**src/rt_list_cfg.svh**
```systemverilog
/*
  ray list unit configuration
  widths of the per-ray record fields and output buffer depth
*/
`ifndef RT_LIST_CFG_SVH
`define RT_LIST_CFG_SVH

// ------------------------------------------------
// record field widths
// ------------------------------------------------
`define RT_RAY_ID_W 9 // 512 rays in flight
`define RT_TRI_ID_W 16 // triangle id
`define RT_UV_W 32 // two 16-bit barycentric coords packed
`define RT_FLOAT_W 32 // ieee-754 single

// ------------------------------------------------
// buffering
// ------------------------------------------------
`define RT_OUT_FIFO_DEPTH 4 // per output stream

`endif
```
**src/rt_list_pkg.sv**
```systemverilog
/*
  ray list unit types
  vector typedefs for ids and distances, plus the packed structs
  carried on the traversal, intersection and output ports
*/
`default_nettype none

`include "rt_list_cfg.svh"

package rt_list_pkg;

  typedef logic [`RT_RAY_ID_W-1:0] ray_id_t; // index of a ray record
  typedef logic [`RT_TRI_ID_W-1:0] tri_id_t;
  typedef logic [`RT_UV_W-1:0] bari_uv_t; // {u, v}
  typedef logic [`RT_FLOAT_W-1:0] float_t; // non-negative, compared as unsigned

  // ------------------------------------------------
  // port payloads
  // ------------------------------------------------
  typedef struct packed {
    ray_id_t ray_id;
    float_t t_max; // far end of the new leaf
  } trav_to_list_t;

  typedef struct packed {
    ray_id_t ray_id;
    tri_id_t tri_id;
    bari_uv_t uv;
    float_t t_int; // only meaningful when hit is set
    logic hit;
    logic is_last; // last triangle of the leaf
  } int_to_list_t;

  // best hit kept per ray
  typedef struct packed {
    tri_id_t tri_id;
    bari_uv_t uv;
    float_t t;
  } hit_rec_t;

  typedef struct packed {
    ray_id_t ray_id;
    tri_id_t tri_id;
    bari_uv_t uv;
    float_t t;
  } list_to_rs_t; // definite hit, off to the shader

  typedef struct packed {
    ray_id_t ray_id;
  } list_to_ss_t; // definite miss, back to the scheduler

endpackage

`default_nettype wire

```
**src/hit_resolve_pipe.sv**
```systemverilog
/*
  hit resolve pipeline
  s0 reads both stores, s1 picks the nearer hit and makes the end of
  leaf call, s2 writes the record back and pushes hit or miss.
  same-ray results in flight are forwarded from s2 and the last write
*/
`timescale 1ns/1ps
`default_nettype none

module hit_resolve_pipe (
  input  logic clk,
  input  logic arst_n,

  input  logic in_valid,
  input  rt_list_pkg::int_to_list_t in_data,
  output logic in_stall,

  output logic leaf_rd_en,
  output rt_list_pkg::ray_id_t leaf_rd_ray_id,
  input  rt_list_pkg::float_t leaf_t_max,

  output logic rec_rd_en,
  output rt_list_pkg::ray_id_t rec_rd_ray_id,
  input  logic rec_hit,
  input  rt_list_pkg::hit_rec_t rec,

  output logic rec_wr_en,
  output rt_list_pkg::ray_id_t rec_wr_ray_id,
  output logic rec_wr_hit,
  output rt_list_pkg::hit_rec_t rec_wr,

  output logic rs_push,
  output rt_list_pkg::list_to_rs_t rs_data,
  output logic ss_push,
  output rt_list_pkg::list_to_ss_t ss_data,

  input  logic [2:0] rs_free,
  input  logic [2:0] ss_free
);

  // what one item writes back
  typedef struct packed {
    rt_list_pkg::ray_id_t ray_id;
    logic hit;
    rt_list_pkg::hit_rec_t rec;
  } wb_t;

  logic s0_valid, s1_valid, s2_valid, wb_valid;
  rt_list_pkg::int_to_list_t s0_data, s1_data;
  wb_t s1_wb, s2_wb, wb_q;
  logic s1_last, s1_to_rs, s2_last, s2_to_rs;

  logic accept;
  logic [2:0] in_flight;
  logic cur_hit, take_new, best_hit;
  rt_list_pkg::hit_rec_t cur_rec;

  // ------------------------------------------------
  // credit check
  // ------------------------------------------------
  // every item in flight may push, so keep that many slots plus one
  assign in_flight = 3'(s0_valid) + 3'(s1_valid) + 3'(s2_valid);
  assign in_stall = (rs_free <= in_flight) || (ss_free <= in_flight);
  assign accept = in_valid && !in_stall;

  // s0 issues the reads
  assign leaf_rd_en = s0_valid;
  assign leaf_rd_ray_id = s0_data.ray_id;
  assign rec_rd_en = s0_valid;
  assign rec_rd_ray_id = s0_data.ray_id;

  // ------------------------------------------------
  // s1 forward and decide
  // ------------------------------------------------
  always_comb begin
    cur_hit = rec_hit;
    cur_rec = rec;
    if (s2_valid && s2_wb.ray_id == s1_data.ray_id) begin
      cur_hit = s2_wb.hit; // writes at the end of this cycle
      cur_rec = s2_wb.rec;
    end else if (wb_valid && wb_q.ray_id == s1_data.ray_id) begin
      cur_hit = wb_q.hit; // written as our read went out
      cur_rec = wb_q.rec;
    end

    // strictly nearer replaces, ties keep the older hit
    take_new = s1_data.hit && (!cur_hit || (s1_data.t_int < cur_rec.t));
    best_hit = cur_hit || s1_data.hit;

    s1_wb.ray_id = s1_data.ray_id;
    s1_wb.rec = cur_rec;
    if (take_new) begin
      s1_wb.rec.tri_id = s1_data.tri_id;
      s1_wb.rec.uv = s1_data.uv;
      s1_wb.rec.t = s1_data.t_int;
    end

    s1_last = s1_data.is_last;
    // unsigned compare is enough for non-negative floats
    s1_to_rs = s1_last && best_hit && (s1_wb.rec.t <= leaf_t_max);
    s1_wb.hit = best_hit && !s1_to_rs; // shading a hit clears the flag
  end

  // ------------------------------------------------
  // stage valids
  // ------------------------------------------------
  always_ff @(posedge clk or negedge arst_n) begin
    if (!arst_n) begin
      s0_valid <= 1'b0;
      s1_valid <= 1'b0;
      s2_valid <= 1'b0;
      wb_valid <= 1'b0;
    end else begin
      s0_valid <= accept;
      s1_valid <= s0_valid;
      s2_valid <= s1_valid;
      wb_valid <= s2_valid; // last write, kept for forwarding
    end
  end

  // payload, never stalls once accepted
  always_ff @(posedge clk) begin
    if (accept) begin
      s0_data <= in_data;
    end
    s1_data <= s0_data;
    s2_wb <= s1_wb;
    s2_last <= s1_last;
    s2_to_rs <= s1_to_rs;
    wb_q <= s2_wb;
  end

  // ------------------------------------------------
  // s2 write back and push
  // ------------------------------------------------
  assign rec_wr_en = s2_valid;
  assign rec_wr_ray_id = s2_wb.ray_id;
  assign rec_wr_hit = s2_wb.hit;
  assign rec_wr = s2_wb.rec;

  assign rs_push = s2_valid && s2_last && s2_to_rs;
  assign ss_push = s2_valid && s2_last && !s2_to_rs; // incl. hits beyond the leaf
  assign rs_data.ray_id = s2_wb.ray_id;
  assign rs_data.tri_id = s2_wb.rec.tri_id;
  assign rs_data.uv = s2_wb.rec.uv;
  assign rs_data.t = s2_wb.rec.t;
  assign ss_data.ray_id = s2_wb.ray_id;

endmodule

`default_nettype wire

```
**config.mk**
```make
export PLATFORM = sky130hd
export DESIGN_NAME = hit_resolve_pipe
export DESIGN_NICKNAME = d
export VERILOG_FILES = /design/src/rt_list_pkg.sv /design/src/hit_resolve_pipe.sv
export VERILOG_INCLUDE_DIRS = /design/src
export SDC_FILE = /design/constraint.sdc
export NUM_CORES = 1
export LEC_CHECK = 0
export BUFFER_PORTS_ARGS = -buffer_cell sky130_fd_sc_hd__buf_2
export CAP_MARGIN = 20
export CORE_MARGIN = 2
export CORE_UTILIZATION = 50
export CTS_CLUSTER_DIAMETER = 50
export DETAILED_ROUTE_END_ITERATION = 12
export PLACE_DENSITY = 0.87
export RECOVER_POWER = 25
export SLEW_MARGIN = 20
export SYNTH_ARGS = -nofsm -noshare
export SYNTH_HDL_FRONTEND = slang
export SYNTH_SLANG_ARGS = --single-unit
```
**constraint.sdc**
```tcl
create_clock -name clk -period 16.66 [get_ports clk]
set_input_delay 1.666 -clock clk [delete_from_list [all_inputs] [get_ports clk]]
set_output_delay 1.666 -clock clk [all_outputs]
set_load 0.01 [all_outputs]
```
Word level (Yosys, flattened, before mapping) --
Cells that the tools add are included.
Word-level totals: output and inout bits 212, input port bits 213, register bits after elaboration 368, word-level logic and storage cells 59
Cells by class: add/sub/neg operators 2, muxes and demuxes 5, magnitude comparators 4, equal/unequal tests 3, reductions and logical operators 17
Operator list (count):
- $mux W80 | 3
- $le A32 B32 Y1 | 1
- $lt A32 B32 Y1 | 1
- $eq A9 B9 Y1 | 2
- $logic_and A1 B1 Y1 | 10
- $le A3 B3 Y1 | 2
- $logic_not A1 Y1 | 4
- $add A2 B1 Y3 | 1
- $logic_or A1 B1 Y1 | 3
- $add A1 B1 Y2 | 1
- $mux W1 | 2
- $ne A2 B2 Y1 const B | 1

Logic depth before layout (Yosys ltp) --
depth in word-level cells 12, gate-level depth with buffers 26, gate-level depth less buffers 22

Least setup slack after synthesis --
Ideal clock, no wire load.
path type input -> register, from in rs_free[1], to reg s0_data, in the netlist leaf_rd_ray_id[0] (enable), data arrival time 6.090 ns, cell stages on the path 5, buffers on the path 0, library setup time 0.543 ns, path slack 10.027 ns, data required time 16.117 ns, cell sequence ha_1 > a21oi_1 > a21oi_1 > o22ai_1 > nor2_1
Between the ends: cells in the longest elaborated chain, start to end 4
Ends and longest elaborated chain:
- start: declaration | line hit_resolve_pipe.sv:37 | input logic [2:0] rs_free,
- $le A3 B3 Y1 | line hit_resolve_pipe.sv:63 | assign in_stall = (rs_free <= in_flight) || (ss_free <= in_flight);
- $logic_or A1 B1 Y1 | line hit_resolve_pipe.sv:63
- via in_stall | line hit_resolve_pipe.sv:16 | output logic in_stall,
- $logic_not A1 Y1 | line hit_resolve_pipe.sv:64 | assign accept = in_valid && !in_stall;
- $logic_and A1 B1 Y1 | line hit_resolve_pipe.sv:64
- via accept | line hit_resolve_pipe.sv:53 | logic accept;
- end signal: assignment | line hit_resolve_pipe.sv:124 | s0_data <= in_data;
- end: declaration | line hit_resolve_pipe.sv:49 | rt_list_pkg::int_to_list_t s0_data, s1_data;
The timed path passes the listed nets, and every way through them passes these cells. A chain may end at the register's enable or synchronous reset.

==> impl_metrics.json <==
{
  "setup-tns-final_ns": 0,
  "synthXorXnorAreaFrac_pct": 1.113,
  "syn_area_per_cell_um2": 13.19,
  "cts.sinks": 368,
  "cts_buffers": 40,
  "io_buffers": 424,
  "yosys_warnings": 0,
  "synth.area.top_cells": "dfxtp_1, edfxtp_1, mux2i_1",
  "start_util_pct": 50.85,
  "crit_top_cell": "buf_4",
  "tightest_slew_ns": 0.9010,
  "clk_pin_slew_worst_paths_ns": 0.06,
  "grt_max_degree": 69,
  "dp_slack_ns": 10.38,
  "cpPeakStageDelay_ns": 0.66,
  "clock_latency_ns": 0.51,
  "fill_cells": 2085,
  "post-route-util_pct": 61.68,
  "fin_ws_ns": 10.33,
  "post-route-period-util_pct": 37.98,
  "synthMuxAreaShare_pct": 12.95,
  "drv_cap": 0,
  "ys.flop_type": "dfxtp_1",
  "drc": 0,
  "critPathTopFamily": "compound AO/OA/AOI/OAI gates",
  "vias_per_cell": 4.953,
  "hp-class": "reg -> reg",
  "path_cells": "xnor2_1 > nand4_1 > nor3_4 > buf_4 > buf_4 > nor2_1 > a21oi_1 > ha_1 > nand4_1 > inv_1 > a221oi_1 > nand2_1 > o31ai_2 > a2bb2oi_4 > buf_4 > mux2i_1 > ha_1 > nor2b_1 > o21ai_0 > a21oi_1 > o311a_1 > o31ai_1 > o211ai_1 > o211a_1",
  "fin_crit_ns": 6.328,
  "end_kind": "register",
  "gp_congestion": 0.8648,
  "synth-simple-area-share_pct": 4.628,
  "clock_skew_ns": 0.02219,
  "leakage_nw": 7.854,
  "yosysTopAreaCell": "dfxtp_1",
  "layout.nets": 1683,
  "wl_per_cell_um": 18.16,
  "ctsResizeCount": 0,
  "grt_util_all_layers_pct": 21.33,
  "cts_setup_buffers": 0,
  "multi_input_area_mm2": 0.004089,
  "cp-start-kind": "register",
  "synth_top_family_by_area": "multiplexers",
  "die_w_um": 172.3,
  "cp_slowest_cell": "buf_4",
  "rsz0062_at_grt": "false",
  "worst-path-buf-inv": 4,
  "cp.required_ns": 17.05,
  "regArea_mm2": 0.008778,
  "grt_pass1_vias": 9139,
  "p_per_area_mw_per_mm2": 173.9,
  "ios": 425,
  "row_count": 61,
  "synth_fp_nets": 1355,
  "drt_iter0_markers": 534,
  "ys_types": 47,
  "drt-pass1-iter-count": 5,
  "grt_pass1_wl_mm": 48.49,
  "path_max_fanout": 68,
  "route.vias.total": 8984,
  "ir_drop_v": 0.0001060,
  "cts_root_buf": "clkbuf_16",
  "areaGrowthSynthToFinish_pct": 21.29,
  "synth_cells": 1074,
  "h-tree-depth": 2,
  "yosys.cell_count.top_type": "dfxtp_1",
  "die_area_mm2": 0.02969,
  "overflow": 0,
  "postCtsHoldBufs": 0,
  "outcome": "finished, final reports clean",
  "synth-edff-count": 139,
  "core_region_area_mm2": 0.02786,
  "setup_viol_count_final": 0,
  "cts_tree": "yes",
  "die_h_um": 172.3,
  "synth_common_cells": "dfxtp_1, edfxtp_1, buf_4",
  "synth.top_cell.area_share_pct": 31.80,
  "total_power_mw": 2.988,
  "arrival_ns": 6.72,
  "ys_seq_elements": 368,
  "max_freq_ghz": 0.1580,
  "drive_above_1_share_pct": 38.13,
  "instances_no_fill": 1814,
  "ys_seq_area_share_pct": 61.97,
  "cts_buffer_depth": 3,
  "ant_nets": 0,
  "hold_viol": 0,
  "post-dp-hpwl_mm": 23.73,
  "antenna_found_initial": 4,
  "worstSetupPathType": "reg -> reg",
  "synth_compound_area_share_pct": 3.904,
  "routed_wl_mm": 32.94,
  "synthAdderAreaFrac_pct": 6.059,
  "syn_area_mm2": 0.01417,
  "dpl.cell_count": 1738,
  "synthArstFlopShare_pct": 1.087,
  "slew_viol_final": 0,
  "max_slew_margin_pct": 39.93
}
## power breakdown
part | switching (mW) | leakage, nW | internal, mW
clock | 0.344 | 0.663 | 0.549
sequential | 0.155 | 3.32 | 1.25
combinational | 0.380 | 3.87 | 0.309
## sequential cells by signal, summed over array words and instances, names as in the netlist
name and flops:
rec_wr_hit 1, wb_q 90, wb_valid 1, rec_wr 80
s2_last 1, rec_wr_ray_id 9, s1_last 1, s0_data 82
leaf_rd_ray_id 9, s1_data 90, leaf_rd_en 1, s2_to_rs 1
rec_wr_en 1, s1_valid 1
## cell type report
cell class | instances | area share (%)
Timing Repair Buffer | 433 | 12.82
Clock buffer | 55 | 6.692
Clock inverter | 17 | 1.216
Tap cell | 378 | 2.753
Sequential cell | 368 | 51.09
Inverter | 72 | 1.573
Multi-Input combinational cell | 487 | 23.80
Antenna cell | 4 | 0.05826
## worst register-to-register path, stage by stage (launching register included)
cell	delay [ns]
dfxtp_1	0.40
xnor2_1	0.15
nand4_1	0.18
nor3_4	0.18
buf_4	0.49
buf_4	0.72
nor2_1	0.19
a21oi_1	0.26
ha_1	0.29
nand4_1	0.16
inv_1	0.06
a221oi_1	0.34
nand2_1	0.11
o31ai_2	0.43
a2bb2oi_4	0.10
buf_4	0.41
mux2i_1	0.34
ha_1	0.28
nor2b_1	0.13
o21ai_0	0.13
a21oi_1	0.08
o311a_1	0.28
o31ai_1	0.21
o211ai_1	0.15
o211a_1	0.15
## routing by layer
| layer | share of wire (%) | vias up | global-route usage [%] |
|---|---|---|---|
| met5 | 0.033 | - | 0 |
| met4 | 2.4 | 2 | 7.819 |
| met3 | 6.5 | 65 | 5.104 |
| met2 | 52 | 346 | 38.76 |
| met1 | 39 | 4316 | 24.37 |
| li1 | - | 4255 | - |
## cell usage in the layout, fill, tap and decap left out, drive strengths merged, types with 2 or more instances in the layout
| master | n |
|---|---|
| buf | 433 |
| dfxtp | 225 |
| edfxtp | 139 |
| mux2i | 112 |
| nor2 | 92 |
| inv | 76 |
| ha | 67 |
| a21oi | 55 |
| clkbuf | 55 |
| mux2 | 49 |
| xnor2 | 18 |
| o21ai | 16 |
| nand2 | 12 |
| nand4 | 12 |
| nand3 | 7 |
| nor2b | 7 |
| clkinv | 7 |
| a21o | 5 |
| nor3 | 5 |
| diode | 4 |
| bufinv | 4 |
| dfrtp | 4 |
| and3 | 3 |
| and4 | 3 |
| o211ai | 3 |
| a211oi | 3 |
| clkinvlp | 2 |
| o31ai | 2 |
## logic make-up (layout without fill, tap and decap cells)
group	count (synthesis)	after routing
buffers and inverters	219	577
AOI/OAI and AO/OA	94	94
adders and majority gates	68	68
DFF	368	368
other	0	4
xor gates and xnor gates	18	18
muxes	161	161
and+or+nand+nor	146	146
## per-stage QoR
stage,hold WS (ns),instance area (um2)
global route,0.3409,17180
CTS,0.3382,17170
global placement,0.3234,15790
detailed placement,0.3269,15810
finish,0.3322,17180
floorplan,0.3233,14170
## worst paths after layout
| kind | from | slack [ns] | endpoint | depth (start not counted) |
|---|---|---|---|---|
| worst max-delay path | rec_wr_ray_id[2] | 10.33 | rec_wr_hit | 24 |
| worst min-delay path | s0_data[29] | 0.33 | s1_data[29] | 0 |
| worst max register to register | rec_wr_ray_id[2] | 10.33 | rec_wr_hit | 24 |
| worst min register to register | s0_data[29] | 0.33 | s1_data[29] | 0 |
| max in group asynchronous | arst_n | 15.54 | leaf_rd_en | 1 |
| min in group asynchronous | arst_n | 0.98 | wb_valid | 1 |
(Power assumes the default switching activity.)
