`src/result_fifo.sv`:
```
/*
  result fifo
  small circular buffer with valid/stall output. the producer checks
  free before pushing, so there is no full flag
*/
`timescale 1ns/1ps
`default_nettype none

module result_fifo #(
  parameter int WIDTH = 8,
  parameter int DEPTH = 4
) (
  input  logic clk,
  input  logic arst_n,

  input  logic push,
  input  logic [WIDTH-1:0] push_data,
  output logic [2:0] free,

  output logic out_valid,
  output logic [WIDTH-1:0] out_data,
  input  logic out_stall
);

  localparam int PTR_W = $clog2(DEPTH);
  localparam int CNT_W = $clog2(DEPTH + 1);

  logic [WIDTH-1:0] mem [DEPTH];
  logic [PTR_W-1:0] wr_ptr, rd_ptr;
  logic [CNT_W-1:0] count;
  logic pop;

  assign pop = out_valid && !out_stall;
  assign out_valid = (count != '0);
  assign out_data = mem[rd_ptr]; // head, held while stalled
  assign free = 3'(DEPTH - count);

  // ------------------------------------------------
  // pointers and count
  // ------------------------------------------------
  always_ff @(posedge clk or negedge arst_n) begin
    if (!arst_n) begin
      wr_ptr <= '0;
      rd_ptr <= '0;
      count <= '0;
    end else begin
      if (push) begin
        wr_ptr <= (wr_ptr == PTR_W'(DEPTH - 1)) ? '0 : wr_ptr + 1'b1;
      end
      if (pop) begin
        rd_ptr <= (rd_ptr == PTR_W'(DEPTH - 1)) ? '0 : rd_ptr + 1'b1;
      end
      count <= count + CNT_W'(push) - CNT_W'(pop); // both at once nets to zero
    end
  end

  always_ff @(posedge clk) begin
    if (push) begin
      mem[wr_ptr] <= push_data;
    end
  end

endmodule

`default_nettype wire

```
`config.mk`:
```
export PLATFORM = sky130hd
export DESIGN_NAME = result_fifo
export DESIGN_NICKNAME = d
export VERILOG_FILES = /design/src/result_fifo.sv
export SDC_FILE = /design/constraint.sdc
export NUM_CORES = 1
export LEC_CHECK = 0
export BUFFER_PORTS_ARGS = -buffer_cell sky130_fd_sc_hd__buf_2
export CORE_ASPECT_RATIO = 2
export CORE_MARGIN = 2
export CORE_UTILIZATION = 28
export DETAILED_ROUTE_END_ITERATION = 7
export PLACE_DENSITY = 0.49
export SETUP_SLACK_MARGIN = 0.4
export SYNTH_ARGS = -nofsm -noshare
export SYNTH_HDL_FRONTEND = slang
export SYNTH_SLANG_ARGS = --single-unit
```
`constraint.sdc`:
```
create_clock -name clk -period 2 [get_ports clk]
set_input_delay 0.2 -clock clk [delete_from_list [all_inputs] [get_ports clk]]
set_output_delay 0.2 -clock clk [all_outputs]
set_load 0.1 [all_outputs]
```
-- After elaboration in Yosys (flattened, before gate mapping)
Memories as Yosys holds them, arrays and structs flattened.
Cells that the tools add are included.
- bitwise gates (word level): 0
- $add $sub $neg: 5
- $mul: 0
- reductions and logical operators: 3
- shift operators: 0
- multiplexer cells: 4
- equal/unequal tests: 2
- div/mod/pow operators: 0
- order comparisons: 0
- operator list (kind ; number):
    2-bit by 1-bit adder with 2-bit output (second input constant) ; 2
    2-bit equality test (second input constant) ; 2
    2-bit two-way mux ; 2
    3-bit by 1-bit adder with 3-bit output ; 1
    3-bit nonzero test ; 1
    3-bit by 1-bit subtractor with 3-bit output ; 1
    3-bit subtractor (first input constant) ; 1
    1-bit two-way mux ; 2
    1-bit logical AND ; 1
    1-bit zero test ; 1
- word-level logic and storage cells: 18
- bits in read-only memories: 0
- latch bits: 0
- memory bits (writable): 32
- memories kept: 1
- bits of input ports: 12
- register bits: 7
- output and inout port bits: 12
- memories (memory ; depth ; bits a word ; rd ports ; clocked after memory_dff ; wr ports ; RTL line ; source):
    mem ; 4 ; 8 ; 1 ; 0 ; 1 ; 28 ; logic [WIDTH-1:0] mem [DEPTH];

-- Logic depth before layout (Yosys ltp)
Gate-level depths: netlist (run 1).
- depth in word-level cells: 3
- mapped depth: 10
- mapped depth without buffers: 10

-- Least setup slack after synthesis (run 1)
Ideal clock, no wire load.
- kind: reg2reg
- start: reg count[1]
- end: reg count[2]
- setup time: 0.123 ns
- data arrival time: 1.918 ns
- path buffers: 0
- required time: 1.877 ns
- stages on the path, launching flop included: 11
- period minus slack after synthesis: 2.041 ns
- path slack: -0.041 ns
- cell sequence: dfrtp_1 -> inv_1 -> ha_1 -> ha_1 -> nor2_1 -> ha_1 -> inv_1 -> ha_1 -> fa_1 -> xnor2_1 -> xnor2_1
- word-level cells in the longest chain between the ends: 3
- elaborated cells on any way between the ends: 4
- those cells by class: 2 x add/sub; 2 x reduce/logical
- RTL lines (element ; RTL line ; source):
    start: declaration ; 30 ; logic [CNT_W-1:0] count;
    start signal: assignment ; 53 ; count <= count + CNT_W'(push) - CNT_W'(pop);
    3-bit nonzero test ; 34 ; assign out_valid = (count != '0);
    1-bit logical AND ; 33 ; assign pop = out_valid && !out_stall;
    named net pop ; 31 ; logic pop;
    3-bit by 1-bit subtractor with 3-bit output ; 53 ;
The timed path passes the listed nets, and every way through them passes these cells.
A chain may end at the register's enable or synchronous reset.

-- Final worst setup path (run 1)
- start: reg count[0]
- end: reg count[2]
The elaborated chain is that of the path after synthesis.

==> results of run 1 <==
## worst register-to-register path, delay by kind of cell, from the launching register on
family | cells | cell delay, ns
adders and majority gates | 5 | 1.00
and+or+nand+nor | 1 | 0.04
xor gates and xnor gates | 2 | 0.28
buffers and inverters | 2 | 0.12
DFF | 1 | 0.39
## final timing paths
check / startpoint / end / cells past startpoint
setup / recovery: count[0]$_DFF_PN0_ / count[2]$_DFF_PN0_ / 10
hold / removal: push_data[4] / mem[3][4]$_DFFE_PP_ / 1
setup reg to reg: count[0]$_DFF_PN0_ / count[2]$_DFF_PN0_ / 10
hold reg to reg: count[2]$_DFF_PN0_ / count[2]$_DFF_PN0_ / 2
max in group asynchronous: arst_n / rd_ptr[0]$_DFFE_PN0P_ / 2
min in group asynchronous: arst_n / count[2]$_DFF_PN0_ / 2
## synthesized netlist by cell type, drive strengths merged
master  count
and2        4
buf         3
dfrtp       7
edfxtp     32
fa          1
ha          9
inv         9
mux2        2
mux4        8
nand2       1
nor2        2
o21ai       2
or3b        1
xnor2       2
## per-stage QoR
| step | hold WS (ns) | cells |
|---|---|---|
| 6_report | 0.140 | 182 |
| 5_1_grt | 0.147 | 182 |
| 4_1_cts | 0.135 | 180 |
| 3_5_place_dp | 0.0450 | 165 |
| 3_3_place_gp | 0.0423 | 165 |
| 2_1_floorplan | -0.0956 | 83 |
## flip-flops by register name, indices dropped and copies added (netlist names)
name / cells
mem: 32
count: 3
rd_ptr: 2
wr_ptr: 2
## cell type report
class                           instances  area share
Tap cell                               61      0.0349
Sequential cell                        39       0.520
Inverter                                9      0.0155
Timing Repair Buffer                   34       0.137
Clock buffer                            5      0.0572
Clock inverter                          2      0.0172
Multi-Input combinational cell         32       0.218
## per-layer routing
| metal | part of all wire | up-vias | global-route usage |
|---|---|---|---|
| met2 | 0.53 | 21 | 0.144 |
| li1 | - | 381 | - |
| met3 | 0.046 | 4 | 0.0327 |
| met1 | 0.41 | 407 | 0.109 |
| met5 | 0 | - | 0 |
| met4 | 0.014 | 0 | 0.0419 |
## cell families after synthesis
family          synth area share
flops                      0.709
buf+inv                   0.0359
mux                        0.127
fa+ha+maj                 0.0828
simple gates              0.0281
compound gates           0.00625
xor+xnor                  0.0109
## what timing repair did
| action | 4_1_cts | 5_1_grt |
|---|---|---|
| pin swaps | 0 | 0 |
| setup buffers | 7 | 2 |
| hold endpoints to repair | 7 | 0 |
| endpoints found under the setup margin | 12 | 11 |
| gates cloned | 0 | 0 |
| resized for setup | 19 | 15 |
| hold buffers | 1 | 0 |
==> qor.txt, run 1 <==
Yosys reg bits - 39
Share of layout cells above drive strength 1 - 0.504
Final Util - 0.390
Yosys top cell by area - edfxtp_1
Synth unique cells - 16
Worst clock skew - 0.00310 ns
Seq/Total Area, Yosys - 0.709
DR pass1 iterations - 4
Post-synthesis cell count - 83
RD Place Congestion - 0.608
Vias per inst - 4.47
Worst-path fanout max - 2
Most used cell along the critical path - ha_4
# diodes - 0
Final Cycle Share - 0.974
Core area - 0.00561 sq mm
Clk buf depth - 2
H-tree Lvls - 2
Sink Count - 39
Initial Util - 0.285
CP Cell Sequence - inv_2 > ha_4 > ha_4 > nor2_4 > ha_4 > inv_2 > ha_4 > fa_2 > xnor2_2 > xnor2_1
Post-route DRC - 0
DRT antenna net count - 0
Clock Root Buffer - clkbuf_16
Synthesis-to-layout area growth - 36.5%
Final setup violation count - 0
Rel. slew slack - 0.683
Number of I/O port buffers - 23
Commonest non-fill, non-tap cell in the layout - edfxtp_1
IO Pins - 24
Initial antenna violation count - 0
Critical Path Sink Type - register
Max-capacitance violation count - 0
Area of the multi-input gates - 475 sq um
Hold WC Path Type - input pin to register
Chip Height - 111 microns
Element type at the critical path start - register
Filler Cells Inserted - 500
Clk slew on worst S/H paths - 0.05 ns
1st-iter DRT viols - 22
Critical path's slowest cell - dfrtp_1
R2R Setup Slk - 0.05 ns
DP HPWL - 1650 microns
WL per Instance - 14.2 microns
Largest net degree at the start of global routing - 13
Full die area - 0.00638 sq mm
Maximum clock frequency - 513 MHz
Critical Path RT - 2.16 ns
CTS tree - done
GRT Residual Overflow - 0
Clock buffer count from CTS - 5
Gr usage total - 0.0912
Vias after detailed routing - 813
Final worst slack - 0.0514 ns
Critical path type - register to register
Fin. Hold Viols - 0
Dpl cell area - 0.00181 sq mm
Vias in the first global route - 870
Core Rows - 39
Syn Nets - 105
Drt total wl - 2580 microns
Share of the synthesized area in the top cell type - 0.600
TNS Setup - 0 ns
Unrepaired setup endpoints after global routing - yes
Final instance area - 0.00219 sq mm
Slew at the pin closest to its max-slew limit - 0.476 ns
Die W - 57.5 microns
CP bufs+invs - 2
Reg area - 0.00114 sq mm
Worst skew pair latency - 0.27 ns
Yosys warning total - 0
Fin nets - 143
Critical Path Max Stage Delay - 0.39 ns
Mapped Area - 0.00160 sq mm
CP arrival - 2.10 ns
Top delay family on crit path - adder cells
Most frequent cells in the layout - edfxtp_1 (32), buf_2 (14), buf_4 (11), mux4_2 (8)
Synth top area cells - edfxtp_1 (60%), mux4_2 (11%), dfrtp_1 (11%)
Status - finished, final reports clean
First-pass GRT wire length - 4250 microns
Avg Inst Size Synth - 19.3 sq um
Pre-CTS setup slack - -0.00515 ns
Pins over their slew limit - 0
Final Critical Period - 1.95 ns
Power of run 1 is not shown: default switching activity piles up to over one toggle a cycle in this logic, so the estimate is an artifact.
==> run 2: changes to the inputs <==
- BUFFER_PORTS_ARGS: -buffer_cell sky130_fd_sc_hd__buf_2 -> unset
- DONT_BUFFER_PORTS: unset -> 1
- PLACE_DENSITY: 0.49 -> 0.43
- clock period: 2 -> 1.83 ns (I/O delays scaled with it)
==> qor.txt, run 2 (same netlist as run 1, synthesis figures left out) <==
Status - complete, but fails checks
Failing checks - setup timing
Maximum clock frequency - 504 MHz (-1.8%)
Critical Path Sink Type - register
Share of layout cells above drive strength 1 - 0.471 (-0.0331)
Max-capacitance violation count - 0 (unchanged)
Rel. slew slack - 0.702 (+0.0192)
Final setup violation count - 2 (+2)
Initial Util - 0.285 (unchanged)
Element type at the critical path start - register
Reg area - 0.00114 sq mm (unchanged)
Gr usage total - 0.101 (+0.00990)
Vias after detailed routing - 828 (+1.8%)
Post-route DRC - 0 (unchanged)
DR pass1 iterations - 3 (-1)
Clk slew on worst S/H paths - 0.05 ns (about the same)
Final worst slack - -0.153 ns (-0.205 ns)
Slew at the pin closest to its max-slew limit - 0.447 ns (-0.0288 ns)
Largest net degree at the start of global routing - 14 (+1)
Critical Path RT - 1.99 ns (-0.17 ns)
Core area - 0.00561 sq mm (unchanged)
Min Hold Slack - 0.0151 ns (-0.125 ns)
Vias in the first global route - 955 (+9.8%)
Fin. Hold Viols - 0 (unchanged)
Critical path type - register to register
GRT Residual Overflow - 0 (unchanged)
Full die area - 0.00638 sq mm (unchanged)
Clk buf depth - 2 (unchanged)
Sink Count - 39 (unchanged)
Worst-path fanout max - 2 (unchanged)
Synthesis-to-layout area growth - 44.1%
Chip Height - 111 microns (unchanged)
Core Rows - 39 (unchanged)
Clock Root Buffer - clkbuf_16
Die W - 57.5 microns (unchanged)
Filler Cells Inserted - 479 (-4.2%)
Critical Path Max Stage Delay - 0.39 ns (about the same)
Worst clock skew - 0.00499 ns (+0.00189 ns)
# diodes - 0 (unchanged)
1st-iter DRT viols - 13 (-41%)
Number of I/O port buffers - 0 (-100%)
Area of the multi-input gates - 479 sq um (+0.79%)
Top delay family on crit path - adder cells
DP HPWL - 2030 microns (+23%)
Pre-CTS setup slack - -0.161 ns (-0.156 ns)
Commonest non-fill, non-tap cell in the layout - edfxtp_1
CP bufs+invs - 2 (unchanged)
First-pass GRT wire length - 4610 microns (+8.4%)
RD Place Congestion - 0.733 (+21%)
Final Critical Period - 1.98 ns (+0.0348 ns)
Fin nets - 142 (-0.70%)
Max reg flops - 32 (unchanged)
CTS tree - done
Clock buffer count from CTS - 5 (unchanged)
Most frequent cells in the layout - edfxtp_1 (32), buf_4 (11), buf_12 (10), dlygate4sd3_1 (9), mux4_2 (8)
WL per Instance - 15.8 microns (+12%)
DRT antenna net count - 0 (unchanged)
Worst skew pair latency - 0.28 ns (about the same)
Unrepaired setup endpoints after global routing - yes
Initial antenna violation count - 0 (unchanged)
IO Pins - 24 (unchanged)
Most used cell along the critical path - ha_4
H-tree Lvls - 2 (unchanged)
Drt total wl - 2880 microns (+12%)
Hold WC Path Type - input pin to register
Biggest regs - mem: 32 flops, count: 3 flops
Reg with most FFs - mem
Final Cycle Share - 1.08 (+0.110)
Critical path's slowest cell - dfrtp_1
CP Cell Sequence - inv_2 > ha_4 > ha_4 > nor2_4 > ha_4 > inv_2 > ha_4 > fa_2 > xnor2_2 > xnor2_1
CP arrival - 2.14 ns (+0.04 ns)
Pins over their slew limit - 0 (unchanged)
Vias per inst - 4.55 (+1.8%)
==> run 2: changes by cell type in the layout (fill, tap and decap cells not counted) <==
cell / before / now
and2_1: 4 / 1
and2_2: 0 / 3
buf_12: 5 / 10
buf_2: 14 / 0
buf_6: 2 / 3
buf_8: 1 / 0
clkinv_1: 0 / 1
dlygate4sd3_1: 1 / 9
inv_1: 6 / 4
inv_4: 0 / 1
inv_6: 0 / 1
==> run 2: repair_timing <==
action | CTS | global route
setup endpoints to repair | 36 | 15
buffers inserted | 5 | 2
resized for setup | 8 | 3
hold buffers | 9 | 0
pin swaps | 0 | 0
endpoints found under the hold margin | 39 | 0
==> run 2: stage by stage <==
step | instances | setup TNS (ns) | cell area (sq um) | util
final | 182 | -0.154 | 2310 | 0.411
after global routing | 182 | -0.257 | 2310 | 0.411
after CTS | 180 | -0.160 | 2280 | 0.407
after detailed placement | 158 | -0.161 | 1970 | 0.351
after global placement | 158 | -0.0378 | 1970 | 0.351
after floorplan | 83 | -0.0677 | 1670 | -
==> run 2: routing by layer <==
metal  track usage  wire (microns)  vias to the layer above
li1              -               -                      382
met1        0.0970             977                      420
met2         0.184            1710                       20
met3        0.0268             117                        6
met4        0.0558              80                        0
met5             0               0                        -
==> run 2: final timing paths <==
| kind | from | endpoint | slack [ns] | cells past startpoint |
|---|---|---|---|---|
| hold / removal | push | wr_ptr[1]$_DFFE_PN0P_ | 0.02 | 1 |
| setup / recovery | count[0]$_DFF_PN0_ | count[2]$_DFF_PN0_ | -0.15 | 10 |
| min in group asynchronous | arst_n | count[2]$_DFF_PN0_ | 0.24 | 1 |
| setup reg to reg | count[0]$_DFF_PN0_ | count[2]$_DFF_PN0_ | -0.15 | 10 |
| hold reg to reg | wr_ptr[1]$_DFFE_PN0P_ | wr_ptr[1]$_DFFE_PN0P_ | 0.63 | 2 |
| max in group asynchronous | arst_n | rd_ptr[0]$_DFFE_PN0P_ | 1.32 | 1 |
==> run 2: layout make-up <==
type                       instances  share of cell area
clock buffer                       5              0.0542
clock inverter                     3              0.0184
inverter                           9              0.0174
multi-input combinational         32               0.208
sequential                        39               0.493
tap                               61              0.0331
timing repair buffer              33               0.176
==> run 2: worst reg2reg max path, cell delays in order, from the launching register on <==
cell and delay, ns:
dfrtp_1 0.39, inv_2 0.09, ha_4 0.14, ha_4 0.14
nor2_4 0.05, ha_4 0.25, inv_2 0.04, ha_4 0.15
fa_2 0.35, xnor2_2 0.15, xnor2_1 0.13
Power of run 2 is left out for the same reason.
==> run 3: changes to the inputs <==
- GPL_TIMING_DRIVEN: unset -> 0
- MAX_ROUTING_LAYER: unset -> met4
==> qor.txt, run 3 (same netlist as run 1, synthesis figures left out) <==
Failing checks - setup timing
Top delay family on crit path - adder cells
Chip Height - 111 microns (unchanged)
Fin nets - 130 (-8.5%)
Status - complete, but fails checks
Post-route DRC - 0 (unchanged)
CTS tree - done
R2R depth - 10 (unchanged)
Critical Path RT - 1.99 ns (about the same)
Largest net degree at the start of global routing - 13 (-1)
Critical path's slowest cell - dfrtp_1
Most used cell along the critical path - ha_4
Final Critical Period - 1.95 ns (-0.0301 ns)
# diodes - 0 (unchanged)
Reg with most FFs - mem
Critical Path Stages - 10 (unchanged)
Initial Util - 0.285 (unchanged)
1st-iter DRT viols - 12 (-1)
GRT Residual Overflow - 0 (unchanged)
Number of I/O port buffers - 0 (unchanged)
Gr usage total - 0.0942 (-0.00696)
Full die area - 0.00638 sq mm (unchanged)
Core Rows - 39 (unchanged)
Post-Layout Cell Count - 170 (-6.6%)
Critical path type - register to register
Worst clock skew - 0.00399 ns (-0.000998 ns)
IO Pins - 24 (unchanged)
Most frequent cells in the layout - edfxtp_1 (32), buf_4 (9), dlygate4sd3_1 (9), mux4_2 (8), dfrtp_1 (7)
Hold Crit Depth - 1 (unchanged)
DRT antenna net count - 0 (unchanged)
CP Cell Sequence - inv_2 > ha_4 > ha_4 > nor2_4 > ha_4 > inv_2 > ha_4 > fa_2 > xnor2_2 > xnor2_1
First-pass GRT wire length - 4160 microns (-9.7%)
Final setup violation count - 1 (-1)
Final instance area - 0.00206 sq mm (-11%)
Clk buf depth - 2 (unchanged)
Sink Count - 39 (unchanged)
Dpl cell area - 0.00174 sq mm (-12%)
Element type at the critical path start - register
Hold WC Path Type - input pin to register
Critical Path Max Stage Delay - 0.40 ns (about the same)
Vias after detailed routing - 752 (-9.2%)
Final worst slack - -0.123 ns (+0.0301 ns)
Max-capacitance violation count - 0 (unchanged)
Max reg flops - 32 (unchanged)
DP HPWL - 1870 microns (-8.2%)
Pre-CTS setup slack - -0.148 ns (+0.0131 ns)
Final Cycle Share - 1.07 (-0.0164)
Cells after DPL - 144 (-8.9%)
Unrepaired setup endpoints after global routing - yes
Share of layout cells above drive strength 1 - 0.394 (-0.0766)
Vias in the first global route - 842 (-12%)
CP bufs+invs - 2 (unchanged)
Drt total wl - 2590 microns (-10%)
DR pass1 iterations - 4 (+1)
Core area - 0.00561 sq mm (unchanged)
CP arrival - 2.11 ns (-0.03 ns)
Biggest regs - mem: 32 flops, count: 3 flops
Vias per inst - 4.42 (-2.8%)
Worst-path fanout max - 2 (unchanged)
RD Place Congestion - 0.672 (-8.3%)
Commonest non-fill, non-tap cell in the layout - edfxtp_1
Synthesis-to-layout area growth - 28.6%
Clock buffer count from CTS - 5 (unchanged)
Slew at the pin closest to its max-slew limit - 0.822 ns (+0.375 ns)
Clk slew on worst S/H paths - 0.05 ns (about the same)
Fin. Hold Viols - 0 (unchanged)
WL per Instance - 15.2 microns (-4.0%)
Die W - 57.5 microns (unchanged)
H-tree Lvls - 2 (unchanged)
Pins over their slew limit - 0 (unchanged)
Critical Path Sink Type - register
Maximum clock frequency - 512 MHz (+1.5%)
Rel. slew slack - 0.451 (-0.251)
Clock Root Buffer - clkbuf_16
Initial antenna violation count - 0 (unchanged)
Worst skew pair latency - 0.27 ns (about the same)
## run 3: timing repair
item	4_1_cts	5_1_grt
endpoints found under the setup margin	29	31
pin swaps	1	0
endpoints found under the hold margin	23	16
setup buffers	6	3
gates resized for setup	4	3
hold buffers	5	4
## run 3: final timing paths
| path | slack, ns | start | endpoint |
|---|---|---|---|
| worst max-delay path | -0.12 | count[1]$_DFF_PN0_ | count[2]$_DFF_PN0_ |
| worst min-delay path | 0.02 | push | wr_ptr[1]$_DFFE_PN0P_ |
| worst max register to register | -0.12 | count[1]$_DFF_PN0_ | count[2]$_DFF_PN0_ |
| worst min register to register | 0.57 | count[2]$_DFF_PN0_ | count[2]$_DFF_PN0_ |
| max in group asynchronous | 1.36 | arst_n | rd_ptr[1]$_DFFE_PN0P_ |
| min in group asynchronous | 0.24 | arst_n | count[0]$_DFF_PN0_ |
## run 3: area by class of cell
type	count	area [sq um]
fill	510	3550
sequential	39	1140
multi-input combinational	32	480
timing repair buffer	18	161
clock buffer	5	125
tap	61	76.3
inverter	9	37.5
buffer	3	27.5
clock inverter	3	15.0
## run 3: metal layers
metal,global-route usage,part of all wire,up-vias,routed length (microns)
met4,0.0419,0.021,0,55
met5,-,0,-,0
met2,0.167,0.57,18,1480
met3,0.0397,0.048,5,125
li1,-,-,355,-
met1,0.0823,0.36,374,924
## run 3: stage by stage
step | utilization | hold slack [ns] | setup TNS, ns
detailed placement | 0.310 | -0.112 | -0.198
global placement | 0.310 | -0.112 | -0.113
CTS | 0.355 | 0.000546 | -0.113
floorplan | - | -0.113 | -0.0677
finish | 0.367 | 0.0160 | -0.123
global route | 0.367 | 0.0128 | -0.395
Power of run 3 is left out for the same reason.
